===== src/verilog/memsys_config.svh =====
`ifndef MEMSYS_CONFIG_SVH
`define MEMSYS_CONFIG_SVH

// Data path and bus width
`define MEMSYS_XLEN       32      // Data and byte address width

// Number of handler peers sharing the RAM
`define MEMSYS_NUM_HARTS  2       // Arbiter supports 1 to 4

// RAM geometry and timing
`define MEMSYS_MEM_WORDS  256     // Depth in words
`define MEMSYS_RAM_WAIT   1       // Extra cycles before pready

`endif


===== src/verilog/memsys_pkg.sv =====
`include "memsys_config.svh"

package memsys_pkg;

    typedef logic [`MEMSYS_XLEN-1:0] word_t;    // One data word
    typedef logic [`MEMSYS_XLEN-1:0] addr_t;    // Byte address
    typedef logic [1:0]              hartId_t;  // Hart index, up to 4 harts

    // Memory operation codes, same encoding as the CPU control unit
    typedef enum logic [3:0] {
        NONE = 4'd0,
        LB   = 4'd1,   // Load byte, signed
        LH   = 4'd2,   // Load half, signed
        LW   = 4'd3,
        LBU  = 4'd4,
        LHU  = 4'd5,
        SB   = 4'd6,   // Store byte
        SH   = 4'd7,
        SW   = 4'd8
    } memOp_t;

    typedef enum logic [1:0] {
        FETCH  = 2'd0,  // Issue instruction fetch
        F_WAIT = 2'd1,  // Wait for fetch to finish
        DATA   = 2'd2,  // Issue load or store
        D_WAIT = 2'd3   // Wait for data access
    } handlerState_t;

    typedef struct packed {
        memOp_t    memOp;
        logic      memWrite;    // Store instruction
        logic      memRead;     // Load instruction
        logic      memSource;   // 1 selects FPU data for stores
        addr_t     aluAddress;  // Effective address from the ALU
        word_t     fpuData;
        word_t     regData;
    } cpuMemCtrl_t;

    typedef struct packed {
        logic      valid;       // One-cycle request pulse
        logic      write;
        addr_t     addr;
        word_t     wdata;
    } memReq_t;

    typedef struct packed {
        logic      busy;        // High while the request is outstanding
        word_t     rdata;       // Read word, valid once busy falls
    } memRsp_t;

endpackage


===== src/verilog/busArbiter.sv =====
`timescale 1ns/1ps
`include "memsys_config.svh"

module busArbiter #(
    parameter int NUM_HARTS = `MEMSYS_NUM_HARTS
) (
    input  logic                clk,
    input  logic                nrst,
    input  memsys_pkg::memReq_t req [NUM_HARTS],  // Request pulses from the handlers
    input  memsys_pkg::word_t   prdata,
    input  logic                pready,
    output memsys_pkg::memRsp_t rsp [NUM_HARTS],  // Busy and read word per hart
    output logic                psel,
    output logic                penable,
    output logic                pwrite,
    output memsys_pkg::addr_t   paddr,
    output memsys_pkg::word_t   pwdata
);

    typedef enum logic [1:0] {
        IDLE   = 2'd0,
        SETUP  = 2'd1,   // psel only
        ACCESS = 2'd2    // psel and penable until pready
    } apbState_t;

    apbState_t            apbState;
    logic [NUM_HARTS-1:0] pendValid;             // Slot holds an outstanding request
    memsys_pkg::memReq_t  slot [NUM_HARTS];      // Pending request per hart
    memsys_pkg::word_t    rdataReg [NUM_HARTS];  // Read word returned per hart
    memsys_pkg::hartId_t  owner;                 // Current or last winner
    memsys_pkg::hartId_t  pick;
    logic                 found;
    memsys_pkg::memReq_t  cur;                   // Request on the bus
    logic                 done;

    assign done = (apbState == ACCESS) && pready;  // APB completion

    // Round robin, search above the last winner first, then wrap
    always_comb begin
        found = 1'b0;
        pick = owner;
        for (int h = 0; h < NUM_HARTS; h++) begin
            if (!found && pendValid[h] && (memsys_pkg::hartId_t'(h) > owner)) begin
                found = 1'b1;
                pick = memsys_pkg::hartId_t'(h);
            end
        end
        for (int h = 0; h < NUM_HARTS; h++) begin
            if (!found && pendValid[h] && (memsys_pkg::hartId_t'(h) <= owner)) begin
                found = 1'b1;
                pick = memsys_pkg::hartId_t'(h);
            end
        end
    end

    always_ff @(posedge clk) begin
        if (!nrst) begin
            apbState <= IDLE;
            pendValid <= '0;
            owner <= memsys_pkg::hartId_t'(NUM_HARTS - 1);  // Hart 0 wins first
        end else begin
            case (apbState)
                IDLE: begin
                    if (found) begin
                        apbState <= SETUP;
                        owner <= pick;
                    end
                end
                SETUP:   apbState <= ACCESS;
                ACCESS:  apbState <= pready ? IDLE : ACCESS;
                default: apbState <= IDLE;
            endcase
            for (int h = 0; h < NUM_HARTS; h++) begin
                if (done && (owner == memsys_pkg::hartId_t'(h))) begin
                    pendValid[h] <= 1'b0;           // Busy falls next cycle
                end
                if (req[h].valid) begin
                    pendValid[h] <= 1'b1;
                end
            end
        end
    end

    always_ff @(posedge clk) begin
        for (int h = 0; h < NUM_HARTS; h++) begin
            if (req[h].valid) begin
                slot[h] <= req[h];
            end
            if (done && (owner == memsys_pkg::hartId_t'(h))) begin
                rdataReg[h] <= prdata;              // Held until the next completion
            end
        end
    end

    always_comb begin
        cur = '0;
        for (int h = 0; h < NUM_HARTS; h++) begin
            if (owner == memsys_pkg::hartId_t'(h)) begin
                cur = slot[h];
            end
        end
        for (int h = 0; h < NUM_HARTS; h++) begin
            rsp[h].busy = pendValid[h];
            rsp[h].rdata = rdataReg[h];
        end
    end

    assign psel = (apbState != IDLE);
    assign penable = (apbState == ACCESS);
    assign pwrite = cur.write;
    assign paddr = cur.addr;
    assign pwdata = cur.wdata;

endmodule


===== config.mk =====
export PLATFORM = sky130hd
export DESIGN_NAME = busArbiter
export DESIGN_NICKNAME = d
export VERILOG_FILES = /design/src/verilog/memsys_pkg.sv /design/src/verilog/busArbiter.sv
export VERILOG_INCLUDE_DIRS = /design/src /design/src/verilog
export SDC_FILE = /design/constraint.sdc
export NUM_CORES = 1
export LEC_CHECK = 0
export BUFFER_PORTS_ARGS = -buffer_cell sky130_fd_sc_hd__buf_2
export CORE_MARGIN = 1
export CORE_UTILIZATION = 47
export DETAILED_ROUTE_END_ITERATION = 7
export PLACE_DENSITY = 0.76
export SYNTH_ARGS = -nofsm -noshare
export SYNTH_HDL_FRONTEND = slang
export SYNTH_SLANG_ARGS = --single-unit

===== constraint.sdc =====
create_clock -name clk -period 2.6 [get_ports clk]
set_clock_uncertainty 0.15 [all_clocks]
set_input_delay 0.52 -clock clk [delete_from_list [all_inputs] [get_ports clk]]
set_output_delay 0.52 -clock clk [all_outputs]
set_load 0.02 [all_outputs]

# Word-level counts from Yosys, hierarchy flattened
# Memory sizes are Yosys's and may differ from the RTL's.
# Index checks and enable logic that the tools add are counted.
# word_totals
word_cells	63
out_inout_bits	133
ff_bits	6
input_bits	167
latch_bits	0
ram_bits	196
mem_count	2
rom_bits	0
# op_classes
muxes	28
bitwise_logic	0
n_mul	0
shifts	0
add_sub_neg	0
n_reduce_logical	21
div_mod_pow	0
n_lt_le_gt_ge	4
n_eq_ne	4
# mem_list
memory	depth	width	rd	rd_clocked_by_memory_dff	wr	line_no	source
slot	2	66	2	0	2	busArbiter.sv:28	memsys_pkg::memReq_t slot [NUM_HARTS];
rdataReg	2	32	2	0	1	busArbiter.sv:29	memsys_pkg::word_t rdataReg [NUM_HARTS];
# op_table
op	n
$mux W65	2
$mux W32	1
$reduce_or A32 Y1	1
$mux W1	18
$mux W2	6
$logic_and A1 B1 Y1	10
$pmux W2 S3	1
$reduce_bool A2 Y1	3
$eq A2 B1 Y1 const B	2
$gt A1 B2 Y1 const A	2
$le A1 B2 Y1 const A	2
$logic_not A2 Y1	2
$reduce_bool A4 Y1	1
$logic_not A1 Y1	3
$reduce_and A3 Y1	1
$eq A2 B2 Y1 const B	1
$ne A2 B2 Y1 const B	1

# Logic depth before layout (Yosys ltp)
# logic_depth
depth_word	17
ltp_mapped	4
ltp_nobuf	2

# Least setup slack after synthesis
# OpenSTA, ideal clock, no wires.
# synth_path
kind	reg-to-reg
startpoint	reg owner[0]
endpoint	mem rdataReg[0][32] (netlist bit), enable pin
setup_ns	0.393
t_arrival_ns	1.433
setup_slack_ns	0.624
path_buffers	2
stages_incl_launch_ff	4
t_required_ns	2.057
synth_period_minus_slack_ns	1.976
path_cell_list	dfxtp_1 buf_6 buf_6 and4b_1
# synth_between
elab_chain_cells	6
word_cells_on_any_way	11
classes_between	1 x eq/ne; 6 x mux; 4 x reduce/logical
# synth_rtl
element	line_no	source
from (decl)	busArbiter.sv:30	memsys_pkg::hartId_t owner;
from (signal assigned)	busArbiter.sv:60	owner <= memsys_pkg::hartId_t'(NUM_HARTS - 1);
from (signal assigned)	busArbiter.sv:66	owner <= pick;
$eq A2 B1 Y1	busArbiter.sv:89	if (done && (owner == memsys_pkg::hartId_t'(h))) begin
$logic_and A1 B1 Y1	busArbiter.sv:89	
$mux W1	busArbiter.sv:89	
$mux W1 (not written as such)	busArbiter.sv:90	rdataReg[h] <= prdata;
$reduce_or A32 Y1 (no line)	n/a	
$mux W1 (no line)	n/a	
to (decl)	busArbiter.sv:29	
# Parallel ways exist; a longest one is shown, timed or not.

# Worst setup path in the final report
# layout_path
startpoint	reg owner[0]
endpoint	out pwdata[11]
# layout_between
elab_chain_cells	3
word_cells_on_any_way	4
classes_between	1 x eq/ne; 2 x mux; 1 x reduce/logical
# layout_rtl
element	line_no	source
$logic_not A2 Y1	busArbiter.sv:98	if (owner == memsys_pkg::hartId_t'(h)) begin
$mux W65	busArbiter.sv:98	
$mux W65 (*)	busArbiter.sv:98	
to (decl)	busArbiter.sv:17	output memsys_pkg::word_t pwdata
# Every way passes the cells marked *; elsewhere a longest branch is shown, timed or not.

==> results.toml <==
[timing]
relSlewSlack_pct = 72.6
layout_setup_ws_ns = 0.202
final-hold-violation-count = 0
drv_slew = 0
min_period_ns = 2.40
finalSetupViolCount = 0
grt_setup_unrepaired = "false"
max_freq_mhz = 417
fin_crit_sh_pct = 92.2
tightest_slew_ns = 0.411
tns_ns = 0

[floorplan]
die-width_um = 123
design.core.area_sq_um = 14000
rows = 43
dieArea_sq_um = 15000
io_pins = 300
initial_core_util_pct = 48.7
die_y_um = 123

[cts]
clock_sinks = 199
cts_tree = "done"
clk_pin_slew_ns = 0.07
post_cts_hold_buffer_count = 0
clkLatencyLatePin_ns = 0.42
htreeDepth = 4
clockBufferDepth = 2
cts.repair.resized = 0
cts_setup_buffers = 0
cts_root_buf = "clkbuf_16"
cts_buffers = 17

[pwr]
seqPwrFrac_pct = 52.1
power_density_nw_per_um2 = 792
vdd_ir_drop_max_mv = 0.491
combPwrFrac_pct = 11.5
power_frac_clock_pct = 36.4
p_sw_share_pct = 22.9
p_switching_mw = 1.67
power.internal_mw = 5.62
p_leak_nw = 3.72

[route]
initialDrtViolationCount = 199
drc_errors = 0
final_antenna_net_count = 0
via_per_inst = 4.86
dr_total_vias = 3896
wirelength_um = 15000
drt_pre_antenna_iters = 4
avgRoutedWirePerCell_um = 18.7

[grt]
grt_start_max_net_pins = 67
grt_use_met1_pct = 20.6
grt_pass1_vias = 3984
grt.overflow.total = 0
grt_use_total_pct = 19.8
antenna_found_initial = 0
grt_pass1_wl_um = 20700
grt_util_met2_pct = 36.0
gr-usage-met3_pct = 6.32
gr-max-usage-layer = "met2"

[run]
maxCapViolCount = 0

[synthesis]
syn_nets = 458
synth.area.top_cells = "edfxtp_1, mux2_2, dfxtp_1"
syn-mean-instance-area_sq_um = 23.5
synth_adder_area_share_pct = 0
synthMuxAreaShare_pct = 10.7
synth_compound_area_share_pct = 0.421
synth.cell_area_sq_um = 6840
synth_seq_cells = 199
yosys_warnings = 0
synth_top_area_cell = "edfxtp_1"
syn-instance-count = 291
synth_xor_area_share_pct = 0
synthSimpleGateAreaFrac_pct = 1.26
synth_top_family_by_area = "multiplexers"
synth_top_area_share_pct = 85.2
synth_cell_types = 19
synth_seq_area_share_pct = 86.7

[worst_hold_path]
worstHoldEndpoint = "slot[0][128]"
worstHoldPathCells = 1
worstHoldStart = "req[62]"
hold_path.class = "primary input to register"

[finish]
fillers = 964
seq_area_sq_um = 5930
layout-drive-gt1-share_pct = 64.8
final_common_cell = "buf_2"
nets = 774
multi_input_area_sq_um = 847
area_growth_pct = 34.6
final_cell_mix = "buf_2, edfxtp_1, mux2_2"

[worst_setup_path]
crit_required_ns = 1.93
critPathKind = "register to primary output"
setup.worst_path.start = "owner[0]"
r2r_start = "apbState[0]"
cp.arrival_ns = 1.73
worstReg2RegEnd = "rdataReg[0][13]"
start_kind = "register"
reg2regPathDepth = 2
cp_max_fo = 42
rrSetupSlack_ns = 0.99
endpoint_kind = "primary output"

[placement]
io_buffers = 299
dp_hpwl_um = 10900
gp_congestion = 0.784
dp_slack_ns = 0.648

[status]
status = "finished, final reports clean"
## state kept, by name (all words and copies together), names as in the netlist
name,count
apbState,2
owner,1
pendValid,2
rdataReg,64
slot,130
## kinds of logic (layout without fill, tap and decap cells)
family                 after synthesis  in the layout
other                                0              1
AND/OR/NAND/NOR                     13             13
multiplexers                        65             65
flip-flops                         199            199
buffers and inverters                9            338
AO/OA/AOI/OAI                        5              5
## worst max-delay path by stage
| stage | end | slack, ns |
|---|---|---|
| 4_1_cts | pwdata[11] | 0.18 |
| 2_1_floorplan | rdataReg[0][32] | 0.62 |
| 3_3_place_gp | pwdata[11] | 0.68 |
| 6_report | pwdata[11] | 0.20 |
| 3_5_place_dp | pwdata[11] | 0.65 |
| 5_1_grt | paddr[27] | 0.14 |
## metal layers
layer / up-vias / part of all wire [%]
li1: 1793 / -
met1: 1853 / 36
met2: 224 / 53
met3: 26 / 8.2
met4: 0 / 2.7
met5: - / 0
## per-stage QoR
step	area (sq um)	hold WS (ns)	power, mW	instances	util [%]
after floorplan	6840	0.350	4.31	291	-
after global placement	8590	0.329	4.69	768	61.2
after detailed placement	8590	0.343	4.71	768	61.2
after CTS	9200	0.0974	7.35	800	65.5
after global routing	9200	0.0951	7.51	800	65.5
final	9200	0.117	7.29	801	65.5
## cell type report
class / count / area share (%)
diodes: 1 / 0.0272
clock buffers: 18 / 4.67
clock inverters: 14 / 1.86
inverters: 1 / 0.0408
multi-input cells: 83 / 9.21
flip-flops and latches: 199 / 64.4
well taps: 180 / 2.45
repair buffers: 305 / 17.3
## critical path, stage by stage, from the launching register on
cell and delay (ns):
dfxtp_2 0.44, buf_12 0.26, mux2_2 0.40, buf_2 0.17
## synthesized netlist by cell type, drive strengths merged
cell type and number:
edfxtp 194, mux2 65, buf 8, dfxtp 5, nand2 4, o21ai 3, or3b 2, a211o 1
a21oi 1, and4b 1, and4bb 1, inv 1, nand2b 1, nor2 1, nor2b 1, nor4b 1
or2 1
## power by group through the flow
stage,Sequential (mW),Combinational (mW),Clock [mW]
detailed placement,3.87,0.846,0
global placement,3.86,0.830,0
floorplan,3.86,0.448,0
CTS,3.80,0.850,2.70
global route,3.81,0.891,2.81
finish,3.80,0.838,2.65
Power figures use the tool's default switching activity.
