[config.mk]
export PLATFORM = sky130hd
export DESIGN_NAME = memoryHandler
export DESIGN_NICKNAME = d
export VERILOG_FILES = /design/src/verilog/memsys_pkg.sv /design/src/verilog/memoryHandler.sv
export VERILOG_INCLUDE_DIRS = /design/src /design/src/verilog
export SDC_FILE = /design/constraint.sdc
export NUM_CORES = 1
export LEC_CHECK = 0
export BUFFER_PORTS_ARGS = -buffer_cell sky130_fd_sc_hd__clkbuf_2
export CAP_MARGIN = 20
export CORE_AREA = 2 2 117 119
export DETAILED_ROUTE_END_ITERATION = 10
export DIE_AREA = 0 0 119 121
export PLACE_DENSITY = 0.61
export SLEW_MARGIN = 20
export SYNTH_ARGS = -nofsm -noshare
export SYNTH_HDL_FRONTEND = slang
export SYNTH_SLANG_ARGS = --single-unit
[constraint.sdc]
create_clock -name clk -period 6.5 [get_ports clk]
set_clock_uncertainty 0.1 [all_clocks]
set_input_delay 0.975 -clock clk [delete_from_list [all_inputs] [get_ports clk]]
set_output_delay 0.975 -clock clk [all_outputs]
set_load 0.02 [all_outputs]
[src/verilog/memsys_config.svh]
`ifndef MEMSYS_CONFIG_SVH
`define MEMSYS_CONFIG_SVH

// Data path and bus width
`define MEMSYS_XLEN       32      // Data and byte address width

// Number of handler peers sharing the RAM
`define MEMSYS_NUM_HARTS  2       // Arbiter supports 1 to 4

// RAM geometry and timing
`define MEMSYS_MEM_WORDS  256     // Depth in words
`define MEMSYS_RAM_WAIT   1       // Extra cycles before pready

`endif

[src/verilog/memsys_pkg.sv]
`include "memsys_config.svh"

package memsys_pkg;

    typedef logic [`MEMSYS_XLEN-1:0] word_t;    // One data word
    typedef logic [`MEMSYS_XLEN-1:0] addr_t;    // Byte address
    typedef logic [1:0]              hartId_t;  // Hart index, up to 4 harts

    // Memory operation codes, same encoding as the CPU control unit
    typedef enum logic [3:0] {
        NONE = 4'd0,
        LB   = 4'd1,   // Load byte, signed
        LH   = 4'd2,   // Load half, signed
        LW   = 4'd3,
        LBU  = 4'd4,
        LHU  = 4'd5,
        SB   = 4'd6,   // Store byte
        SH   = 4'd7,
        SW   = 4'd8
    } memOp_t;

    typedef enum logic [1:0] {
        FETCH  = 2'd0,  // Issue instruction fetch
        F_WAIT = 2'd1,  // Wait for fetch to finish
        DATA   = 2'd2,  // Issue load or store
        D_WAIT = 2'd3   // Wait for data access
    } handlerState_t;

    typedef struct packed {
        memOp_t    memOp;
        logic      memWrite;    // Store instruction
        logic      memRead;     // Load instruction
        logic      memSource;   // 1 selects FPU data for stores
        addr_t     aluAddress;  // Effective address from the ALU
        word_t     fpuData;
        word_t     regData;
    } cpuMemCtrl_t;

    typedef struct packed {
        logic      valid;       // One-cycle request pulse
        logic      write;
        addr_t     addr;
        word_t     wdata;
    } memReq_t;

    typedef struct packed {
        logic      busy;        // High while the request is outstanding
        word_t     rdata;       // Read word, valid once busy falls
    } memRsp_t;

endpackage

[src/verilog/memoryHandler.sv]
`timescale 1ns/1ps
`include "memsys_config.svh"

module memoryHandler (
    input  logic                      clk,
    input  logic                      nrst,
    input  memsys_pkg::cpuMemCtrl_t   ctrl,        // Operation and operands from the CPU
    input  memsys_pkg::addr_t         pc,          // Fetch address
    input  memsys_pkg::memRsp_t       rsp,         // Busy and read word from the arbiter
    output memsys_pkg::memReq_t       req,         // Request pulse to the arbiter
    output memsys_pkg::word_t         instr,       // Last fetched instruction
    output logic                      instrValid,  // One cycle after fetch completes
    output memsys_pkg::word_t         dataToCPU,   // Extended load result
    output logic                      loadValid,   // One cycle after a load completes
    output logic                      freeze,      // Stalls the CPU while waiting
    output memsys_pkg::handlerState_t state
);

    memsys_pkg::handlerState_t stateNext;
    logic                      prevBusy;    // Busy seen last cycle
    logic                      busyEdge;    // Access just completed
    memsys_pkg::memOp_t        opReg;       // Operation captured in DATA
    logic                      readReg;     // Pending access is a load
    memsys_pkg::word_t         storeSrc;
    memsys_pkg::word_t         storeData;

    // Narrow stores write the whole word, zero-extended
    function automatic memsys_pkg::word_t formatStore(
        input memsys_pkg::memOp_t op,
        input memsys_pkg::word_t  src
    );
        case (op)
            memsys_pkg::SB: return {{(`MEMSYS_XLEN-8){1'b0}}, src[7:0]};
            memsys_pkg::SH: return {{(`MEMSYS_XLEN-16){1'b0}}, src[15:0]};
            memsys_pkg::SW: return src;
            default:        return '0;                  // Not a store
        endcase
    endfunction

    function automatic memsys_pkg::word_t extendLoad(
        input memsys_pkg::memOp_t op,
        input memsys_pkg::word_t  raw
    );
        case (op)
            memsys_pkg::LB:  return {{(`MEMSYS_XLEN-8){raw[7]}}, raw[7:0]};     // Sign extend byte
            memsys_pkg::LH:  return {{(`MEMSYS_XLEN-16){raw[15]}}, raw[15:0]};  // Sign extend half
            memsys_pkg::LBU: return {{(`MEMSYS_XLEN-8){1'b0}}, raw[7:0]};
            memsys_pkg::LHU: return {{(`MEMSYS_XLEN-16){1'b0}}, raw[15:0]};
            memsys_pkg::LW:  return raw;
            default:         return '0;
        endcase
    endfunction

    assign busyEdge = prevBusy && !rsp.busy;                      // Falling edge of busy
    assign storeSrc = ctrl.memSource ? ctrl.fpuData : ctrl.regData; // FPU or register file
    assign storeData = formatStore(ctrl.memOp, storeSrc);
    assign freeze = (state == memsys_pkg::F_WAIT) || (state == memsys_pkg::D_WAIT);

    // Next state and request pulse
    always_comb begin
        stateNext = state;
        req = '0;
        case (state)
            memsys_pkg::FETCH: begin
                req.valid = 1'b1;                     // Fetch read at pc
                req.addr = pc;
                stateNext = memsys_pkg::F_WAIT;
            end
            memsys_pkg::F_WAIT: begin
                if (busyEdge) begin
                    stateNext = memsys_pkg::DATA;     // Instruction is back
                end
            end
            memsys_pkg::DATA: begin
                if (ctrl.memWrite || ctrl.memRead) begin
                    req.valid = 1'b1;
                    req.write = ctrl.memWrite;        // Store wins if both set
                    req.addr = ctrl.aluAddress;
                    req.wdata = ctrl.memWrite ? storeData : '0;
                    stateNext = memsys_pkg::D_WAIT;
                end else begin
                    stateNext = memsys_pkg::FETCH;    // No memory operation
                end
            end
            memsys_pkg::D_WAIT: begin
                if (busyEdge) begin
                    stateNext = memsys_pkg::FETCH;
                end
            end
            default: stateNext = memsys_pkg::FETCH;
        endcase
    end

    // Control registers
    always_ff @(posedge clk) begin
        if (!nrst) begin
            prevBusy <= 1'b0;
            state <= memsys_pkg::FETCH;
            instrValid <= 1'b0;
            loadValid <= 1'b0;
            readReg <= 1'b0;
        end else begin
            prevBusy <= rsp.busy;
            state <= stateNext;
            instrValid <= (state == memsys_pkg::F_WAIT) && busyEdge;
            loadValid <= (state == memsys_pkg::D_WAIT) && busyEdge && readReg;
            if (state == memsys_pkg::DATA) begin
                readReg <= ctrl.memRead && !ctrl.memWrite;  // Loads return data
            end
        end
    end

    // Instruction, load result and captured operation
    always_ff @(posedge clk) begin
        if ((state == memsys_pkg::F_WAIT) && busyEdge) begin
            instr <= rsp.rdata;
        end
        if ((state == memsys_pkg::D_WAIT) && busyEdge && readReg) begin
            dataToCPU <= extendLoad(opReg, rsp.rdata);
        end
        if (state == memsys_pkg::DATA) begin
            opReg <= ctrl.memOp;                      // CPU inputs may change after DATA
        end
    end

endmodule

### Word-level counts from Yosys, hierarchy flattened

Index checks and enable logic that the tools add are counted.

* muxes and demuxes: 13
* reductions and logical operators: 11
* eq/ne operators: 13

Operators with widths (number)
* case mux 32 bit (5 select lines): 1
* 2-to-1 mux 32 bit: 3
* case mux 32 bit (3 select lines): 1
* 2-to-1 mux 66 bit: 1
* case mux 32 bit (2 select lines): 1
* equality test 4 x 3 -> 1 bit, second input constant: 4
* equality test 4 x 2 -> 1 bit, second input constant: 2
* case mux 2 bit (4 select lines): 1
* 2-to-1 mux 2 bit: 3
* logical AND 1 bit: 5
* equality test 2 bit, second input constant: 2
* equality test 4 x 1 -> 1 bit, second input constant: 1
* equality test 4 bit, second input constant: 1
* inequality test 2 bit, second input constant: 2
* equality test 2 x 1 -> 1 bit, second input constant: 1
* logical NOT 1 bit: 2
* logical NOT 2 bit: 1
* logical OR 1 bit: 2
* case mux 1 bit (2 select lines): 1
* AND reduction 2 bit: 1
* 2-to-1 mux 1 bit: 1

* output and inout port bits: 135
* flip-flop bits (word level): 74
* input port bits: 170

### Logic depth before layout (Yosys ltp)

* depth after elaboration: 5
* depth in mapped cells: 5
* depth with buffers taken out: 4

### Worst setup path before layout

OpenSTA, ideal clock, no wires.

* path kind: input-to-reg
* start point: input port rsp[32] (netlist name)
* end point: register instr[0] (enable)
* slack: 3.395 ns
* cell stages on the path: 2
* data arrival time: 2.581 ns
* path through: nand3b_1 > nor2_1

* cells in the longest elaborated chain, start to end: 3

Ends and longest elaborated chain
* from (decl): line memoryHandler.sv:9 `input memsys_pkg::memRsp_t rsp,`
* logical NOT 1 bit: line memoryHandler.sv:54 `assign busyEdge = prevBusy && !rsp.busy;`
* logical AND 1 bit: line memoryHandler.sv:54
* logical AND 1 bit: line memoryHandler.sv:115 `if ((state == memsys_pkg::F_WAIT) && busyEdge) begin`
* to (signal assigned): line memoryHandler.sv:116 `instr <= rsp.rdata;`
* to (decl): line memoryHandler.sv:11 `output memsys_pkg::word_t instr,`

Every way passes these cells.
A chain may end at the register's enable or synchronous reset.

==> impl_summary.md <==
Yosys
The commonest cells after synthesis are 68 x edfxtp_1, 35 x nor2_1, 32 x a22o_1, 32 x mux2i_1, 24 x a21o_1. For this run, the register share of the synthesized area comes to 61.8%. In this run, distinct cell masters in the synthesized netlist total 31. The Yosys warning count is 0. The share of Yosys cell area claimed by the top area cell type is 58.4%. Each instance of the synthesized netlist takes up on average 13.6 um2. The number of flops mapped to enable cells by yosys is 68. When the netlist entered floorplanning its net count stood at 428. The dominant synthesized flop cell is edfxtp_1.

The combined area of all synthesized cells is 3500 um2. The post-synthesis cell type with the largest combined area is edfxtp_1. The most used standard cell by instance count after synthesis is edfxtp_1.

Of all flip-flops after synthesis, the portion carrying an async set or reset was 0%. Sorting the synthesized cells by area gives the leading types as edfxtp_1 58%, mux2i_1 9.2%, a22o_1 8.0%, a21o_1 5.2%, nor2_1 3.8%. The synthesized design contains 74 register bits. Synthesis handed over a netlist of 258 instances.

Setup path
The nature of the critical path endpoint is an output pin. The required arrival time at the worst endpoint is 5420 ps. At the worst endpoint, the arrival time is 2340 ps. The critical path contains buffers and inverters numbering 2 combined. The library cell appearing most often on the critical path is clkbuf_2.

The worst setup path is launched from an input port. The classification of the worst setup path is input port to output pin. The signal on the critical path passes through clkbuf_2 -> mux2i_1 -> nor2_1 -> clkbuf_2.

The category of cells accounting for the largest share of critical-path delay is buffers and inverters. The capturing point of the worst reg2reg path is dataToCPU[14]$_DFFE_PP_. In this run the critical register-to-register path is launched from state[0]$_SDFFE_PN0P_. Setup slack on the worst reg-to-reg path comes out at 4400 ps. Of all nets on the critical path, the largest fanout is 32. For the worst flop-to-flop path, the logic depth is 2. The maximum cell stage delay along the critical path is 740 ps.

The slowest stage of the critical path is the clkbuf_2 cell.

Global route
The total routing resource utilization after global routing is 16.2%. The number of antenna violations at the first check in global routing was 0. The residual overflow from global routing is 0. The first global-routing pass estimated 17.8 mm of wire. The via count of the first global-routing pass is 3325.

Entering global routing, the biggest net connects 35 pins.

Clocking
Clock-pin slew was measured on the worst setup and hold paths at 60 ps. The TritonCTS sink count is 74. The number of clock buffers added by TritonCTS is 9. TritonCTS built the clock tree. The clock insertion delay at the later pin of the skew report is 330 ps. The post-cts hold buffer count is 0. The count of H-tree levels built during CTS is 3. The number of setup buffers added after CTS is 0. The clock tree buffer depth is 2.

Clock tree synthesis selected as its root buffer the cell clkbuf_16. The number of gates resized after CTS was 0.

Timing
The minimum hold slack is 371 ps. Setup repair after global routing left no endpoint under its margin. The max-slew violation count came to 0.

For the finished layout, the period the worst path requires is 3420 ps. The transition time at the pin with the least slew margin is 1010 ps. The final worst-path cycle share is 52.6%. The setup-violating endpoint count in the final report is 0. The least setup slack across all paths after layout is 3080 ps.

The total count of hold-check failures in the final report is 0. The maximum clock frequency is 293 MHz. Headroom to the max-slew limit came out at 32.7%. After routing, the total negative slack on setup checks comes to 0 ps.

Worst hold path
For hold timing, the worst endpoint is readReg$_SDFFE_PN0P_. The worst hold path begins at readReg$_SDFFE_PN0P_. The cell count of the worst hold path is 2. The class of the tightest hold or removal check is flop to flop.

Run status
The flow ran to the end, and the final reports show no timing, DRC or antenna violations.

Power
The areal power density over the cells is 225 nW/um2. The reported leakage power is 2.90 nW. The maximum ir drop on the vdd rail is 123 uV.

The total chip power is 1.24 mW.

Final layout
Cells with a size suffix above 1 make up 58.8% of the layout. The final non-filler cell area is 5500 um2. Counting the fill cells in the layout gives 1251. The final net count is 726. Relative to the synthesized area, the layout overhead comes to 57.3%. Cells fill 42.1% of the core in the end. The diode insertion count for antenna repair is 0.

Once layout is complete, the cells apart from fillers number 737.

Place
The total of buffers placed on input and output ports is 304. Summed over all nets, the half-perimeter wirelength after detailed placement is 10.1 mm. In this run the cell area measured after placement is 5160 um2.

The post-placement worst setup slack is 3080 ps. The placer congestion estimate is 0.894. The cell count after placement is 721.

Die
Measured along the y axis, the die boundary spans 121 um. The die covers 14400 um2. The initial utilization of the core area, before any placement, comes to 26.7%. During I/O placement, the number of pins put on the boundary was 305. The x dimension of the die is 119 um. The region available for standard cell placement spans 13100 um2. The total number of placement rows is 42.

Route
Once detail routing completed, the nets flagged for antenna violations numbered 0. The count of vias placed by the detailed router is 3350. The first detailed-routing pass ran for 4 iterations. The DRC violation count after routing is 0. In this run, the number of DRC markers left after iteration 0 of detailed routing was 194.

The per-cell routed wire length is 16.3 um. After detailed routing, the total wire length is 12.0 mm. The average via count per standard cell is 4.55.

Job
The max-capacitance violation count is 0.
-- routing by layer --
| layer | part of all wire [%] | vias up | track usage, % |
|---|---|---|---|
| met5 | 0 | - | 0 |
| met4 | 1.8 | 0 | 6.32 |
| met3 | 8.3 | 19 | 4.37 |
| met2 | 48 | 202 | 27.1 |
| met1 | 42 | 1548 | 20.1 |
| li1 | - | 1581 | - |
-- how the worst max path moves through the flow --
stage | cells after the start | to | slack, ps | from
after CTS | 4 | req[4] | 3080 | ctrl[96]
after global routing | 4 | req[3] | 3000 | ctrl[96]
after detailed placement | 4 | req[4] | 3080 | ctrl[96]
final | 4 | req[3] | 3080 | ctrl[96]
after global placement | 4 | req[4] | 3100 | ctrl[96]
after floorplan | 2 | instr[0]$_DFFE_PP_ | 3390 | rsp[32]
-- layout make-up --
class | count | area (um2) | area share, %
Sequential cell | 74 | 2160 | 39.3
Timing Repair Buffer | 304 | 1520 | 27.6
Multi-Input combinational cell | 165 | 1260 | 22.8
Clock buffer | 11 | 233 | 4.23
Tap cell | 176 | 220 | 4.00
Clock inverter | 5 | 103 | 1.86
Inverter | 2 | 7.51 | 0.136
-- registers in the layout, indices dropped and copies added, names as in the netlist --
| register | cells |
|---|---|
| loadValid | 1 |
| dataToCPU | 32 |
| instrValid | 1 |
| prevBusy | 1 |
| state | 2 |
| instr | 32 |
| opReg | 4 |
| readReg | 1 |
-- tightest hold or removal path: cells and delay by family (launching register included) --
kind	cells	cell delay (ps)
flops	1	310
compound gates	1	60
simple gates	1	50
-- kinds of logic (layout without fill, tap and decap cells) --
| family | count (synthesis) | after routing | synth area share, % |
|---|---|---|---|
| flops | 74 | 74 | 61.8 |
| simple gates | 67 | 67 | 10.6 |
| compound gates | 66 | 66 | 15.5 |
| mux | 32 | 32 | 9.16 |
| buf+inv | 19 | 322 | 2.90 |
-- placed cells by master, fill, tap and decap left out, drive strengths merged, types with 3 or more instances in the layout --
| cell type | netlist | final |
|---|---|---|
| dfxtp | 6 | 6 |
| bufinv | 0 | 3 |
| a22o | 32 | 32 |
| nor2 | 38 | 38 |
| a21oi | 3 | 3 |
| nand3b | 5 | 5 |
| clkbuf | 5 | 315 |
| and2 | 11 | 11 |
| edfxtp | 68 | 68 |
| nand2 | 4 | 4 |
| mux2i | 32 | 32 |
| a21o | 24 | 24 |
-- power by group --
| group | internal [mW] | total, mW | leakage [nW] | switching [mW] |
|---|---|---|---|---|
| registers | 0.524 | 0.527 | 0.674 | 0.00341 |
| clock network | 0.374 | 0.552 | 0.161 | 0.178 |
| logic | 0.0743 | 0.158 | 2.07 | 0.0838 |
Note: power is estimated with default switching activity, not from simulation.
